==> src/rtl/st_mem_defs.svh <==
/* st memory path constants */

`ifndef ST_MEM_DEFS_SVH
`define ST_MEM_DEFS_SVH

////////////////////
// bus widths
////////////////////

// word address, byte address bits 23..1
`define ST_ADDR_W 23
`define ST_DATA_W 16

// upload buffer depth, also the producer's starting credits
`define UPLOAD_FIFO_DEPTH 4

////////////////////
// 8 mhz bus slots
////////////////////

`define SLOT_PRECYCLE 2'd0
`define SLOT_CPU      2'd1
`define SLOT_VIDEO    2'd2

// first byte address per upload index
`define UPLOAD_BASE_TOS256 24'hE00000
`define UPLOAD_BASE_TOS192 24'hFC0000
`define UPLOAD_BASE_CART   24'hFA0000
`define UPLOAD_BASE_CLEAR  24'h000000

`endif

==> src/rtl/st_mem_pkg.sv <==
/* st memory path types */

`include "st_mem_defs.svh"

package st_mem_pkg;

	// rom view of a word address
	// region is byte address bits 23..18
	typedef struct packed {
		logic [5:0]  region;
		logic [16:0] offset;
	} st_rom_addr_t;

	// one word address, read flat or as region/offset
	typedef union packed {
		logic [`ST_ADDR_W-1:0] word;
		st_rom_addr_t          rom;
	} st_addr_u;

	typedef enum logic [2:0] {
		MEM512K = 3'd0,
		MEM1M   = 3'd1,
		MEM2M   = 3'd2,
		MEM4M   = 3'd3,
		MEM8M   = 3'd4,
		MEM14M  = 3'd5
	} mem_size_e;

	// addressed upload word, producer to consumer
	typedef struct packed {
		st_addr_u              addr;
		logic [`ST_DATA_W-1:0] data;
	} upload_word_t;

	// host side upload strobe and level
	typedef struct packed {
		logic                  download;
		logic                  wr;
		logic [3:0]            index;
		logic [`ST_DATA_W-1:0] data;
	} host_upload_t;

	// chipset side cpu ram/rom access
	typedef struct packed {
		logic                  ras_n;
		logic                  rom2_n;
		logic                  we;
		logic                  uds;
		logic                  lds;
		st_addr_u              addr;
		logic [`ST_DATA_W-1:0] wdata;
	} cpu_bus_t;

	typedef struct packed {
		logic                  req;
		logic                  we;
		logic                  uds;
		logic                  lds;
		st_addr_u              addr;
		logic [`ST_DATA_W-1:0] wdata;
	} sdram_req_t;

endpackage

==> src/rtl/upload_sequencer.sv <==
/* upload word producer */

`include "st_mem_defs.svh"

module upload_sequencer (
	input  logic                      clk_32,
	input  logic                      xsint,
	input  st_mem_pkg::host_upload_t  upload_i,
	input  logic                      credit_i,
	output logic                      push_o,
	output st_mem_pkg::upload_word_t  word_o,
	output logic                      upload_busy_o,
	output logic                      tos192k_o,
	output logic                      overrun_o
);

	localparam int CREDIT_W = $clog2(`UPLOAD_FIFO_DEPTH + 1);
	localparam logic [CREDIT_W-1:0] CREDIT_MAX = CREDIT_W'(`UPLOAD_FIFO_DEPTH);

	logic                    download_d;
	logic [`ST_ADDR_W:0]     base_byte;
	st_mem_pkg::st_addr_u    addr_q;
	st_mem_pkg::st_addr_u    addr_cur;
	st_mem_pkg::st_addr_u    addr_nxt;
	logic [CREDIT_W-1:0]     credits;
	logic                    strobe;
	logic                    accept;

	////////////////////
	// address
	////////////////////

	// base byte address by upload index
	always_comb begin
		case (upload_i.index)
			4'd0: base_byte = `UPLOAD_BASE_TOS256;
			4'd1: base_byte = `UPLOAD_BASE_TOS192;
			4'd2: base_byte = `UPLOAD_BASE_CART;
			default: base_byte = `UPLOAD_BASE_CLEAR;
		endcase
	end

	// start of download loads base minus one word
	// clear base wraps to all ones
	// so the first write lands on 0
	always_comb begin
		addr_cur = addr_q;
		if (upload_i.download & ~download_d)
			addr_cur.word = base_byte[`ST_ADDR_W:1] - 1'b1;
		addr_nxt.word = addr_cur.word + 1'b1;
	end

	// a strobe needs a free buffer slot
	assign strobe = upload_i.wr & upload_i.download;
	assign accept = strobe & (credits != '0);

	// busy until every pushed word has come back as a credit
	assign upload_busy_o = upload_i.download | (credits != CREDIT_MAX);

	////////////////////
	// control
	////////////////////

	always_ff @(posedge clk_32 or negedge xsint) begin
		if (!xsint) begin
			download_d <= 1'b0;
			addr_q     <= '0;
			credits    <= CREDIT_MAX;
			push_o     <= 1'b0;
			overrun_o  <= 1'b0;
			tos192k_o  <= 1'b0;
		end else begin
			download_d <= upload_i.download;
			addr_q     <= accept ? addr_nxt : addr_cur;
			push_o     <= accept;
			// one credit back per pop and one spent per push
			credits    <= credits + CREDIT_W'(credit_i) - CREDIT_W'(accept);
			// sticky on a lost host strobe
			if (strobe & ~accept)
				overrun_o <= 1'b1;
			// last region touched picks the rom image
			if (accept) begin
				if (addr_nxt.rom.region == 6'h3F)
					tos192k_o <= 1'b1;
				else if (addr_nxt.word[`ST_ADDR_W-1 -: 4] == 4'hE)
					tos192k_o <= 1'b0;
			end
		end
	end

	// word to buffer with bytes swapped
	always_ff @(posedge clk_32) begin
		if (accept) begin
			word_o.addr <= addr_nxt;
			word_o.data <= {upload_i.data[`ST_DATA_W/2-1:0],
				upload_i.data[`ST_DATA_W-1:`ST_DATA_W/2]};
		end
	end

endmodule

==> src/rtl/upload_fifo.sv <==
/* upload word buffer */

`include "st_mem_defs.svh"

module upload_fifo (
	input  logic                      clk_32,
	input  logic                      xsint,
	input  logic                      push_i,
	input  st_mem_pkg::upload_word_t  word_i,
	input  logic                      pop_i,
	output st_mem_pkg::upload_word_t  head_o,
	output logic                      not_empty_o,
	output logic                      credit_o
);

	localparam int PTR_W = (`UPLOAD_FIFO_DEPTH > 1) ? $clog2(`UPLOAD_FIFO_DEPTH) : 1;
	localparam int CNT_W = $clog2(`UPLOAD_FIFO_DEPTH + 1);
	localparam logic [PTR_W-1:0] LAST = PTR_W'(`UPLOAD_FIFO_DEPTH - 1);
	localparam logic [CNT_W-1:0] FULL = CNT_W'(`UPLOAD_FIFO_DEPTH);

	st_mem_pkg::upload_word_t mem [`UPLOAD_FIFO_DEPTH];
	logic [PTR_W-1:0]         wr_ptr;
	logic [PTR_W-1:0]         rd_ptr;
	logic [CNT_W-1:0]         count;
	logic                     do_push;
	logic                     do_pop;

	// producer credits keep it from pushing into a full buffer
	assign do_push = push_i & (count != FULL);
	assign do_pop  = pop_i & (count != '0);

	assign head_o      = mem[rd_ptr];
	assign not_empty_o = (count != '0);

	////////////////////
	// pointers
	////////////////////

	always_ff @(posedge clk_32 or negedge xsint) begin
		if (!xsint) begin
			wr_ptr   <= '0;
			rd_ptr   <= '0;
			count    <= '0;
			credit_o <= 1'b0;
		end else begin
			if (do_push)
				wr_ptr <= (wr_ptr == LAST) ? '0 : wr_ptr + 1'b1;
			if (do_pop)
				rd_ptr <= (rd_ptr == LAST) ? '0 : rd_ptr + 1'b1;
			count    <= count + CNT_W'(do_push) - CNT_W'(do_pop);
			// credit goes back the cycle after a pop
			credit_o <= do_pop;
		end
	end

	// storage
	always_ff @(posedge clk_32) begin
		if (do_push)
			mem[wr_ptr] <= word_i;
	end

endmodule

==> src/rtl/st_addr_decode.sv <==
/* cpu address decoder */

module st_addr_decode (
	input  st_mem_pkg::cpu_bus_t   cpu_i,
	input  st_mem_pkg::mem_size_e  mem_size_i,
	input  logic                   tos192k_i,
	output logic                   ram_en_o,
	output st_mem_pkg::st_addr_u   rom_addr_o
);

	////////////////////
	// ram range
	////////////////////

	// top word address bits against the fitted size
	always_comb begin
		case (mem_size_i)
			st_mem_pkg::MEM512K: ram_en_o = (cpu_i.addr.word[22:18] == 5'b00000);
			st_mem_pkg::MEM1M:   ram_en_o = (cpu_i.addr.word[22:19] == 4'b0000);
			st_mem_pkg::MEM2M:   ram_en_o = (cpu_i.addr.word[22:20] == 3'b000);
			st_mem_pkg::MEM4M:   ram_en_o = (cpu_i.addr.word[22:21] == 2'b00);
			st_mem_pkg::MEM8M:   ram_en_o = ~cpu_i.addr.word[22];
			// 14M, all below $e00000
			st_mem_pkg::MEM14M:  ram_en_o = (cpu_i.addr.word[22:20] != 3'b111);
			default:             ram_en_o = 1'b0;
		endcase
	end

	////////////////////
	// rom window
	////////////////////

	// tos window goes to $e00000 or $fc0000
	// offset is kept as is
	always_comb begin
		rom_addr_o = cpu_i.addr;
		if (!cpu_i.rom2_n)
			rom_addr_o.rom.region = tos192k_i ? 6'h3F : 6'h38;
	end

endmodule

==> src/rtl/ram_port_mux.sv <==
/* sdram port slot mux */

`include "st_mem_defs.svh"

module ram_port_mux (
	input  logic                      clk_32,
	input  logic                      xsint,
	input  st_mem_pkg::cpu_bus_t      cpu_i,
	input  logic                      ram_en_i,
	input  logic                      upload_busy_i,
	input  st_mem_pkg::upload_word_t  head_i,
	input  logic                      not_empty_i,
	output logic                      pop_o,
	output st_mem_pkg::sdram_req_t    sdram_o
);

	logic [1:0]               phase_q;
	logic [1:0]               slot_q;
	logic [1:0]               slot_nxt;
	logic                     mhz8_en;
	logic                     en_nxt;
	logic                     ras_n_d;
	logic                     ras_fall;
	logic                     wr_pending;
	logic                     wr_go;
	logic                     cpu_slot_busy;
	logic                     cpu_go;
	st_mem_pkg::upload_word_t held_q;

	////////////////////
	// bus schedule
	////////////////////

	// clk_32 / 4, phase 0 is the first clock of a slot
	assign mhz8_en = (phase_q == 2'd0);
	assign en_nxt  = (phase_q == 2'd3);

	// slot seen by a request issued next clock
	assign slot_nxt = en_nxt ? slot_q + 2'd1 : slot_q;

	// upload word taken at start of precycle slot
	assign pop_o = mhz8_en & (slot_q == `SLOT_PRECYCLE) & not_empty_i;

	// write lands on first clock of the cpu slot, 4 clocks after the pop
	assign wr_go = wr_pending & en_nxt & (slot_nxt == `SLOT_CPU);

	////////////////////
	// cpu access
	////////////////////

	assign ras_fall = ras_n_d & ~cpu_i.ras_n;

	// cpu slot is owned by the upload while it runs
	assign cpu_slot_busy = upload_busy_i & (slot_nxt == `SLOT_CPU);

	// word address 0 never goes out
	assign cpu_go = ras_fall & ram_en_i & (|cpu_i.addr.word) & ~cpu_slot_busy & ~wr_go;

	always_ff @(posedge clk_32 or negedge xsint) begin
		if (!xsint) begin
			phase_q    <= 2'd0;
			slot_q     <= `SLOT_PRECYCLE;
			ras_n_d    <= 1'b1;
			wr_pending <= 1'b0;
			sdram_o    <= '0;
		end else begin
			phase_q <= phase_q + 2'd1;
			slot_q  <= slot_nxt;
			ras_n_d <= cpu_i.ras_n;

			if (pop_o)
				wr_pending <= 1'b1;
			else if (wr_go)
				wr_pending <= 1'b0;

			// one clock request, upload write first
			sdram_o.req <= wr_go | cpu_go;
			if (wr_go) begin
				// upload always writes the full word
				sdram_o.we    <= 1'b1;
				sdram_o.uds   <= 1'b1;
				sdram_o.lds   <= 1'b1;
				sdram_o.addr  <= held_q.addr;
				sdram_o.wdata <= held_q.data;
			end else begin
				sdram_o.we    <= cpu_i.we;
				sdram_o.uds   <= cpu_i.uds;
				sdram_o.lds   <= cpu_i.lds;
				sdram_o.addr  <= cpu_i.addr;
				sdram_o.wdata <= cpu_i.wdata;
			end
		end
	end

	// popped word waits here for the cpu slot
	always_ff @(posedge clk_32) begin
		if (pop_o)
			held_q <= head_i;
	end

endmodule

==> src/rtl/st_mem_top.sv <==
/* st memory path top */

module st_mem_top (
	input  logic                      clk_32,
	input  logic                      xsint,
	input  st_mem_pkg::host_upload_t  upload_i,
	input  st_mem_pkg::cpu_bus_t      cpu_i,
	input  st_mem_pkg::mem_size_e     mem_size_i,
	output st_mem_pkg::sdram_req_t    sdram_o,
	output st_mem_pkg::st_addr_u      rom_addr_o,
	output logic                      overrun_o
);

	// producer to buffer
	logic                     push;
	st_mem_pkg::upload_word_t push_word;
	logic                     credit;

	// buffer to consumer
	st_mem_pkg::upload_word_t head_word;
	logic                     not_empty;
	logic                     pop;

	logic                     upload_busy;
	logic                     tos192k;
	logic                     ram_en;

	upload_sequencer u_upload_sequencer (
		.clk_32        (clk_32),
		.xsint         (xsint),
		.upload_i      (upload_i),
		.credit_i      (credit),
		.push_o        (push),
		.word_o        (push_word),
		.upload_busy_o (upload_busy),
		.tos192k_o     (tos192k),
		.overrun_o     (overrun_o)
	);

	upload_fifo u_upload_fifo (
		.clk_32      (clk_32),
		.xsint       (xsint),
		.push_i      (push),
		.word_i      (push_word),
		.pop_i       (pop),
		.head_o      (head_word),
		.not_empty_o (not_empty),
		.credit_o    (credit)
	);

	st_addr_decode u_st_addr_decode (
		.cpu_i      (cpu_i),
		.mem_size_i (mem_size_i),
		.tos192k_i  (tos192k),
		.ram_en_o   (ram_en),
		.rom_addr_o (rom_addr_o)
	);

	ram_port_mux u_ram_port_mux (
		.clk_32        (clk_32),
		.xsint         (xsint),
		.cpu_i         (cpu_i),
		.ram_en_i      (ram_en),
		.upload_busy_i (upload_busy),
		.head_i        (head_word),
		.not_empty_i   (not_empty),
		.pop_o         (pop),
		.sdram_o       (sdram_o)
	);

endmodule

==> config.mk <==
export PLATFORM = sky130hd
export DESIGN_NAME = st_mem_top
export DESIGN_NICKNAME = d
export VERILOG_FILES = /design/src/rtl/st_mem_pkg.sv /design/src/rtl/upload_sequencer.sv /design/src/rtl/upload_fifo.sv /design/src/rtl/st_addr_decode.sv /design/src/rtl/ram_port_mux.sv /design/src/rtl/st_mem_top.sv
export VERILOG_INCLUDE_DIRS = /design/src /design/src/rtl
export SDC_FILE = /design/constraint.sdc
export NUM_CORES = 1
export LEC_CHECK = 0
export BUFFER_PORTS_ARGS = -buffer_cell sky130_fd_sc_hd__buf_2
export CELL_PAD_IN_SITES_DETAIL_PLACEMENT = 0
export CELL_PAD_IN_SITES_GLOBAL_PLACEMENT = 1
export CORE_UTILIZATION = 28
export CTS_BUF_LIST = sky130_fd_sc_hd__clkbuf_4 sky130_fd_sc_hd__clkbuf_8 sky130_fd_sc_hd__clkbuf_16
export DETAILED_ROUTE_END_ITERATION = 8
export GPL_TIMING_DRIVEN = 0
export PLACE_DENSITY_LB_ADDON = 0.1
export SYNTH_ARGS = -nofsm -noshare
export SYNTH_HDL_FRONTEND = slang
export SYNTH_HIERARCHICAL = 1
export SYNTH_SLANG_ARGS = --single-unit
==> constraint.sdc <==
create_clock -name clk_32 -period 6.7 [get_ports clk_32]
set_input_delay 0.67 -clock clk_32 [delete_from_list [all_inputs] [get_ports clk_32]]
set_output_delay 0.67 -clock clk_32 [all_outputs]
set_load 0.05 [all_outputs]
# [After elaboration in Yosys (flattened, before gate mapping)]
# Memory sizes are Yosys's and may differ from the RTL's. A register that Yosys moved wholly into a read port is not among the register bits.
# Cells that the tools add are included.
[word_totals] register_bits=126 ram_bits=156 input_bits=71 output_inout_bits=67 word_cells=103 n_memories=1
[mem_list] name="u_upload_fifo.mem" depth=4 width=39 read_ports=1 rd_ports_with_merged_regs=1 write_ports=1 line="upload_fifo.sv:21" source="st_mem_pkg::upload_word_t mem [`UPLOAD_FIFO_DEPTH];"
[classes] n_addsub=10 eq_ne=16 n_mux=16 n_bitwise=24 n_reduce_logical=14
[ops] op="24-bit one-hot mux with 3 select lines" n=1
[ops] op="23-bit 2-to-1 mux" n=2
[ops] op="42-bit 2-to-1 mux" n=1
[ops] op="23-bit by 1-bit adder with 23-bit output, second input constant" n=1
[ops] op="23-bit OR reduction" n=1
[ops] op="23-bit by 1-bit subtractor with 23-bit output, second input constant" n=1
[ops] op="1-bit AND" n=16
[ops] op="3-bit != test, second input constant" n=3
[ops] op="2-bit by 1-bit adder with 2-bit output, second input constant" n=4
[ops] op="4-bit zero test" n=2
[ops] op="3-bit by 1-bit adder with 3-bit output" n=2
[ops] op="2-bit equality test, second input constant" n=3
[ops] op="3-bit by 2-bit equality test with 1-bit output, second input constant" n=2
[ops] op="3-bit equality test, second input constant" n=2
[ops] op="6-bit equality test, second input constant" n=1
[ops] op="2-bit zero test" n=3
[ops] op="3-bit zero test" n=2
[ops] op="1-bit 2-to-1 mux" n=6
[ops] op="2-bit 2-to-1 mux" n=3
[ops] op="6-bit 2-to-1 mux" n=1
[ops] op="1-bit NOT" n=6
[ops] op="1-bit one-hot mux with 6 select lines" n=1
[ops] op="3-bit nonzero test" n=2
[ops] op="3-bit by 1-bit subtractor with 3-bit output" n=2
[ops] op="10 further kinds" n=12

# [Logic depth before layout (Yosys ltp)]
[logic_depth] ltp_word=8 ltp_mapped=12 depth_no_buf=12

# [Hierarchy]
# Netlist, hierarchy kept.
[modules_own_cells] mod="upload_fifo" instances=1 cells_each=243 area_per_inst_um2=6139.6 seq_area_each_um2=4884.7
[modules_own_cells] mod="upload_sequencer" instances=1 cells_each=298 area_per_inst_um2=3385.7 seq_area_each_um2=1923.1
[modules_own_cells] mod="ram_port_mux" instances=1 cells_each=163 area_per_inst_um2=3223.1 seq_area_each_um2=2398.6
[modules_own_cells] mod="st_addr_decode" instances=1 cells_each=37 area_per_inst_um2=232.7 seq_area_each_um2=0.0

# [Worst setup path after synthesis]
# OpenSTA, ideal clock, no wires.
[synth_timing] path_type="input to register" startpoint="input port upload_i[21] (netlist name)" endpoint="register u_upload_sequencer.credits[2]" setup_time_ns=0.075 arrival_time_ns=3.089 required_ns=6.625 slack_ns=3.536 cell_stages=12 n_path_buf=2 path_cell_list="nand2_1 > or2_2 > clkbuf_1 > inv_1 > buf_2 > ha_1 > inv_1 > ha_1 > inv_1 > fa_1 > xnor2_1 > xnor2_1"
[synth_between] elab_chain_cells=3
[synth_rtl] element="start, declared" line="st_mem_top.sv:6" source="input st_mem_pkg::host_upload_t upload_i,"
[synth_rtl] element="1-bit AND" line="upload_sequencer.sv:54" source="assign strobe = upload_i.wr & upload_i.download;"
[synth_rtl] element="1-bit AND" line="upload_sequencer.sv:55" source="assign accept = strobe & (credits != '0);"
[synth_rtl] element="named net u_upload_sequencer.accept" line="upload_sequencer.sv:27" source="logic accept;"
[synth_rtl] element="3-bit by 1-bit subtractor with 3-bit output" line="upload_sequencer.sv:77" source="credits <= credits + CREDIT_W'(credit_i) - CREDIT_W'(accept);"
[synth_rtl] element="end signal, assigned" line="upload_sequencer.sv:77"
[synth_rtl] element="end, declared" line="upload_sequencer.sv:25" source="logic [CREDIT_W-1:0] credits;"
# The timed path passes the listed nets, and every way through them passes these cells.
# A chain may end at the register's enable or synchronous reset.

==> results.cfg <==
[sta]
grt_setup_unrepaired = no
fin_crit_ns = 3.728
relSlewSlack = 0.4165
clock.fmax_mhz = 268.3
setup_viol_count_final = 0
worst_pin_slew_ns = 0.8673
drv_slew = 0
tns_ns = 0
finalCritPeriodShare = 0.5564
timing.final.hold_violations = 0
fin_worst_skew_ns = 0.01578

[clock_tree]
root_buffer = clkbuf_16
cts_tree = yes
htree_levels = 2
cts_hold_buf = 1
cts_buffers = 39
path_clk_slew_ns = 0.05
ctsResizeCount = 0
cts_buffer_depth = 3
cts_sinks = 321
post_cts_buffers = 0
clk_latency_ns = 0.54

[min_path]
hp-start = cpu_i[43]
whs_path_depth = 1
min_path_type = primary input to register
hold_end = u_ram_port_mux/ras_n_d$_DFF_PN1_

[pwr]
switching_share = 0.2880
p_sw_mw = 1.841
p_leak_nw = 5.858
clockPowerShare = 0.327
power_density_mw_per_mm2 = 403.1
pwr-share-seq = 0.446
p_int_mw = 4.552
combPwrFrac = 0.227
max-vdd-ir-drop_uv = 159.1

[final_layout]
finalNetCount = 1014
antennaDiodeCount = 0
area_growth_pct = 22.18
layout.area.seq_sq_mm = 0.009206
multi_input_area_sq_mm = 0.003333
fin_util = 0.3480
fillers = 4362
drive_above_1_share = 0.3682

[drt]
dr.pass1.iters = 4
dr_total_vias = 6815
drtIter0Drc = 385
ant_nets = 0
wl_per_cell_um = 19.34
drt-total-wl_um = 30100
via_per_inst = 4.380
drc = 0

[setup_path]
r2r_cells = 12
cp-start-kind = primary input
r2r_start = u_upload_sequencer/download_d$_DFF_PN0_
worst-r2r-setup-slack_ns = 2.98
worstPathCellList = buf_2, nor2b_1, clkbuf_1, clkbuf_1, nor2_1, inv_1, ha_1, nand2_1, o41ai_4, nand2_1, o21a_1, a41o_1, o211a_1
r2r_end = u_upload_sequencer/tos192k_o$_DFFE_PN0P_
slowest_stage = clkbuf_1
crit_type = primary input to register
required_ns = 7.12
end_kind = register
crit_fanout = 10
crit_arrival_ns = 4.15
cpPeakStageDelay_ns = 0.56

[synth]
synth_edf_count = 234
synth_area_sq_mm = 0.01298
synth_ff_type = edfxtp_1
ys_seq_area_frac = 0.7092
synth_nets = 829
synth-async-reset-ratio = 0.2710
yosysUniqueCellTypes = 71
ys_seq_elements = 321
syn_area_per_cell_sq_um = 17.52
yosys_warnings = 6
synth_cells = 741

[flow_run]
drv_cap = 0

[global_routing]
grt_overflow = 0
grt_pass1_wl_um = 45990
grt_max_degree = 62
grt_pass1_vias = 7211
track_usage = 0.1319
antenna_found_initial = 0

[floorplanning]
initial_utilization = 0.2848
coreArea_sq_mm = 0.04558
pin_count = 138
die_w_um = 217.3
die_area_sq_mm = 0.04723
die_y_um = 217.3
std_cell_rows = 78

[place]
port_buffers = 137
dp_hpwl_um = 19860
gp_congestion = 0.7457

[status]
status = completed
## state kept, by name, summed over array words and instances (netlist names)
register / cells
u_ram_port_mux/held_q: 39
u_ram_port_mux/phase_q: 2
u_ram_port_mux/ras_n_d: 1
u_ram_port_mux/sdram_o: 43
u_ram_port_mux/slot_q: 2
u_ram_port_mux/wr_pending: 1
u_upload_fifo/count: 3
u_upload_fifo/credit_o: 1
u_upload_fifo/mem: 156
u_upload_fifo/rd_ptr: 2
u_upload_fifo/wr_ptr: 2
u_upload_sequencer/addr_q: 23
u_upload_sequencer/credits: 3
u_upload_sequencer/download_d: 1
u_upload_sequencer/overrun_o: 1
u_upload_sequencer/push_o: 1
u_upload_sequencer/tos192k_o: 1
u_upload_sequencer/word_o: 39
## cell families (layout without fill, tap and decap cells)
kind of cell / Yosys count / count (layout) / synth area share
DFF: 321 / 321 / 0.7092
xor gates and xnor gates: 26 / 26 / 0.01812
and+or+nand+nor: 150 / 150 / 0.06246
adders and majority gates: 17 / 17 / 0.01754
AOI/OAI and AO/OA: 74 / 74 / 0.04164
muxes: 83 / 83 / 0.1165
buffers and inverters: 70 / 285 / 0.03451
## layer usage
| metal | routed length, um | global-route usage | vias to the layer above | share of wire |
|---|---|---|---|---|
| li1 | - | - | 3184 | - |
| met1 | 13500 | 0.1687 | 3466 | 0.45 |
| met2 | 14740 | 0.2214 | 119 | 0.49 |
| met3 | 1184 | 0.02516 | 46 | 0.039 |
| met4 | 670 | 0.04836 | 0 | 0.022 |
| met5 | 0 | 0 | - | 0 |
## area by class of cell
| cell class | count | area share |
|---|---|---|
| plain buffers | 47 | 0.02296 |
| multi-input cells | 350 | 0.2102 |
| repair buffers | 144 | 0.05230 |
| clock inverters | 15 | 0.007573 |
| clock buffers | 56 | 0.07376 |
| well taps | 600 | 0.04733 |
| flip-flops and latches | 321 | 0.5805 |
| inverters | 23 | 0.005443 |
## through the flow
stage / power [mW] / hold slack, ns / setup WS, ns / instance area (sq um) / cells
2_1_floorplan: 3.900 / 0.3744 / 3.536 / 12980 / 741
3_3_place_gp: 4.376 / 0.4390 / 2.175 / 14420 / 1478
3_5_place_dp: 4.391 / 0.4413 / 2.364 / 14560 / 1484
4_1_cts: 6.529 / 0.2189 / 2.932 / 15860 / 1556
5_1_grt: 6.743 / 0.2275 / 2.747 / 15860 / 1556
6_report: 6.393 / 0.2550 / 2.972 / 15860 / 1556
## worst max-delay path by stage
stage / startpoint / endpoint / slack (ns) / cells after the start
2_1_floorplan: upload_i[21] / u_upload_sequencer/credits[2]$_DFF_PN1_ / 3.54 / 12
3_3_place_gp: upload_i[21] / u_upload_sequencer/credits[2]$_DFF_PN1_ / 2.18 / 13
3_5_place_dp: upload_i[21] / u_upload_sequencer/tos192k_o$_DFFE_PN0P_ / 2.36 / 13
4_1_cts: u_upload_sequencer/download_d$_DFF_PN0_ / u_upload_sequencer/tos192k_o$_DFFE_PN0P_ / 2.93 / 12
5_1_grt: u_upload_sequencer/download_d$_DFF_PN0_ / u_upload_sequencer/tos192k_o$_DFFE_PN0P_ / 2.75 / 12
6_report: upload_i[21] / u_upload_sequencer/tos192k_o$_DFFE_PN0P_ / 2.97 / 13
## power by group through the flow
stage / Clock [mW] / Sequential, mW / Combinational, mW
after global routing: 2.24 / 2.90 / 1.60
after CTS: 2.17 / 2.86 / 1.50
after detailed placement: 0 / 2.90 / 1.49
final: 2.09 / 2.85 / 1.45
after floorplan: 0 / 2.87 / 1.03
after global placement: 0 / 2.91 / 1.47
## cell usage in the layout (no fill, tap or decap), types with 7 or more instances in the layout
| master | n |
|---|---|
| edfxtp_1 | 234 |
| buf_2 | 141 |
| dfrtp_1 | 85 |
| clkbuf_16 | 41 |
| nand2_1 | 40 |
| nor2_1 | 38 |
| mux4_2 | 38 |
| mux2_4 | 36 |
| inv_1 | 23 |
| buf_4 | 19 |
| a21oi_1 | 17 |
| ha_1 | 15 |
| xnor2_1 | 15 |
| o21ai_0 | 11 |
| clkbuf_1 | 11 |
| clkbuf_4 | 10 |
| xor2_1 | 10 |
| nand4_1 | 10 |
| nand3_1 | 10 |
| buf_12 | 9 |
| mux2_2 | 8 |
| nand2b_1 | 8 |
| buf_6 | 7 |
## Yosys cell counts (3+ instances only)
master / n / share of area
buf_6: 6 / 0.0052
a211oi_1: 3 / 0.0017
buf_4: 18 / 0.010
nor3_1: 5 / 0.0019
dfrtp_1: 85 / 0.16
o21ai_1: 5 / 0.0019
o21ai_0: 11 / 0.0042
or2_2: 4 / 0.0019
mux4_2: 38 / 0.066
nand2_1: 40 / 0.012
nand2b_1: 8 / 0.0039
xnor2_1: 15 / 0.010
nor2_1: 38 / 0.011
buf_2: 6 / 0.0023
nand3_1: 10 / 0.0039
ha_1: 15 / 0.014
a31oi_1: 5 / 0.0024
and3_1: 4 / 0.0019
o21a_1: 4 / 0.0023
mux2_2: 8 / 0.0069
mux2_4: 36 / 0.042
buf_12: 4 / 0.0062
nand4_1: 10 / 0.0048
and2_1: 6 / 0.0029
edfxtp_1: 234 / 0.54
a21oi_1: 17 / 0.0066
xor2_1: 10 / 0.0067
clkbuf_1: 11 / 0.0032
inv_1: 23 / 0.0067
nor4_1: 6 / 0.0029
## worst max-delay path: cells and delay by family
family / cells / cell delay [ns]
AO/OA/AOI/OAI: 4 / 1.15
AND/OR/NAND/NOR: 4 / 0.77
buffers and inverters: 4 / 1.26
adder cells (fa/ha/maj): 1 / 0.28
No activity file was read; power rests on OpenSTA's default activity.
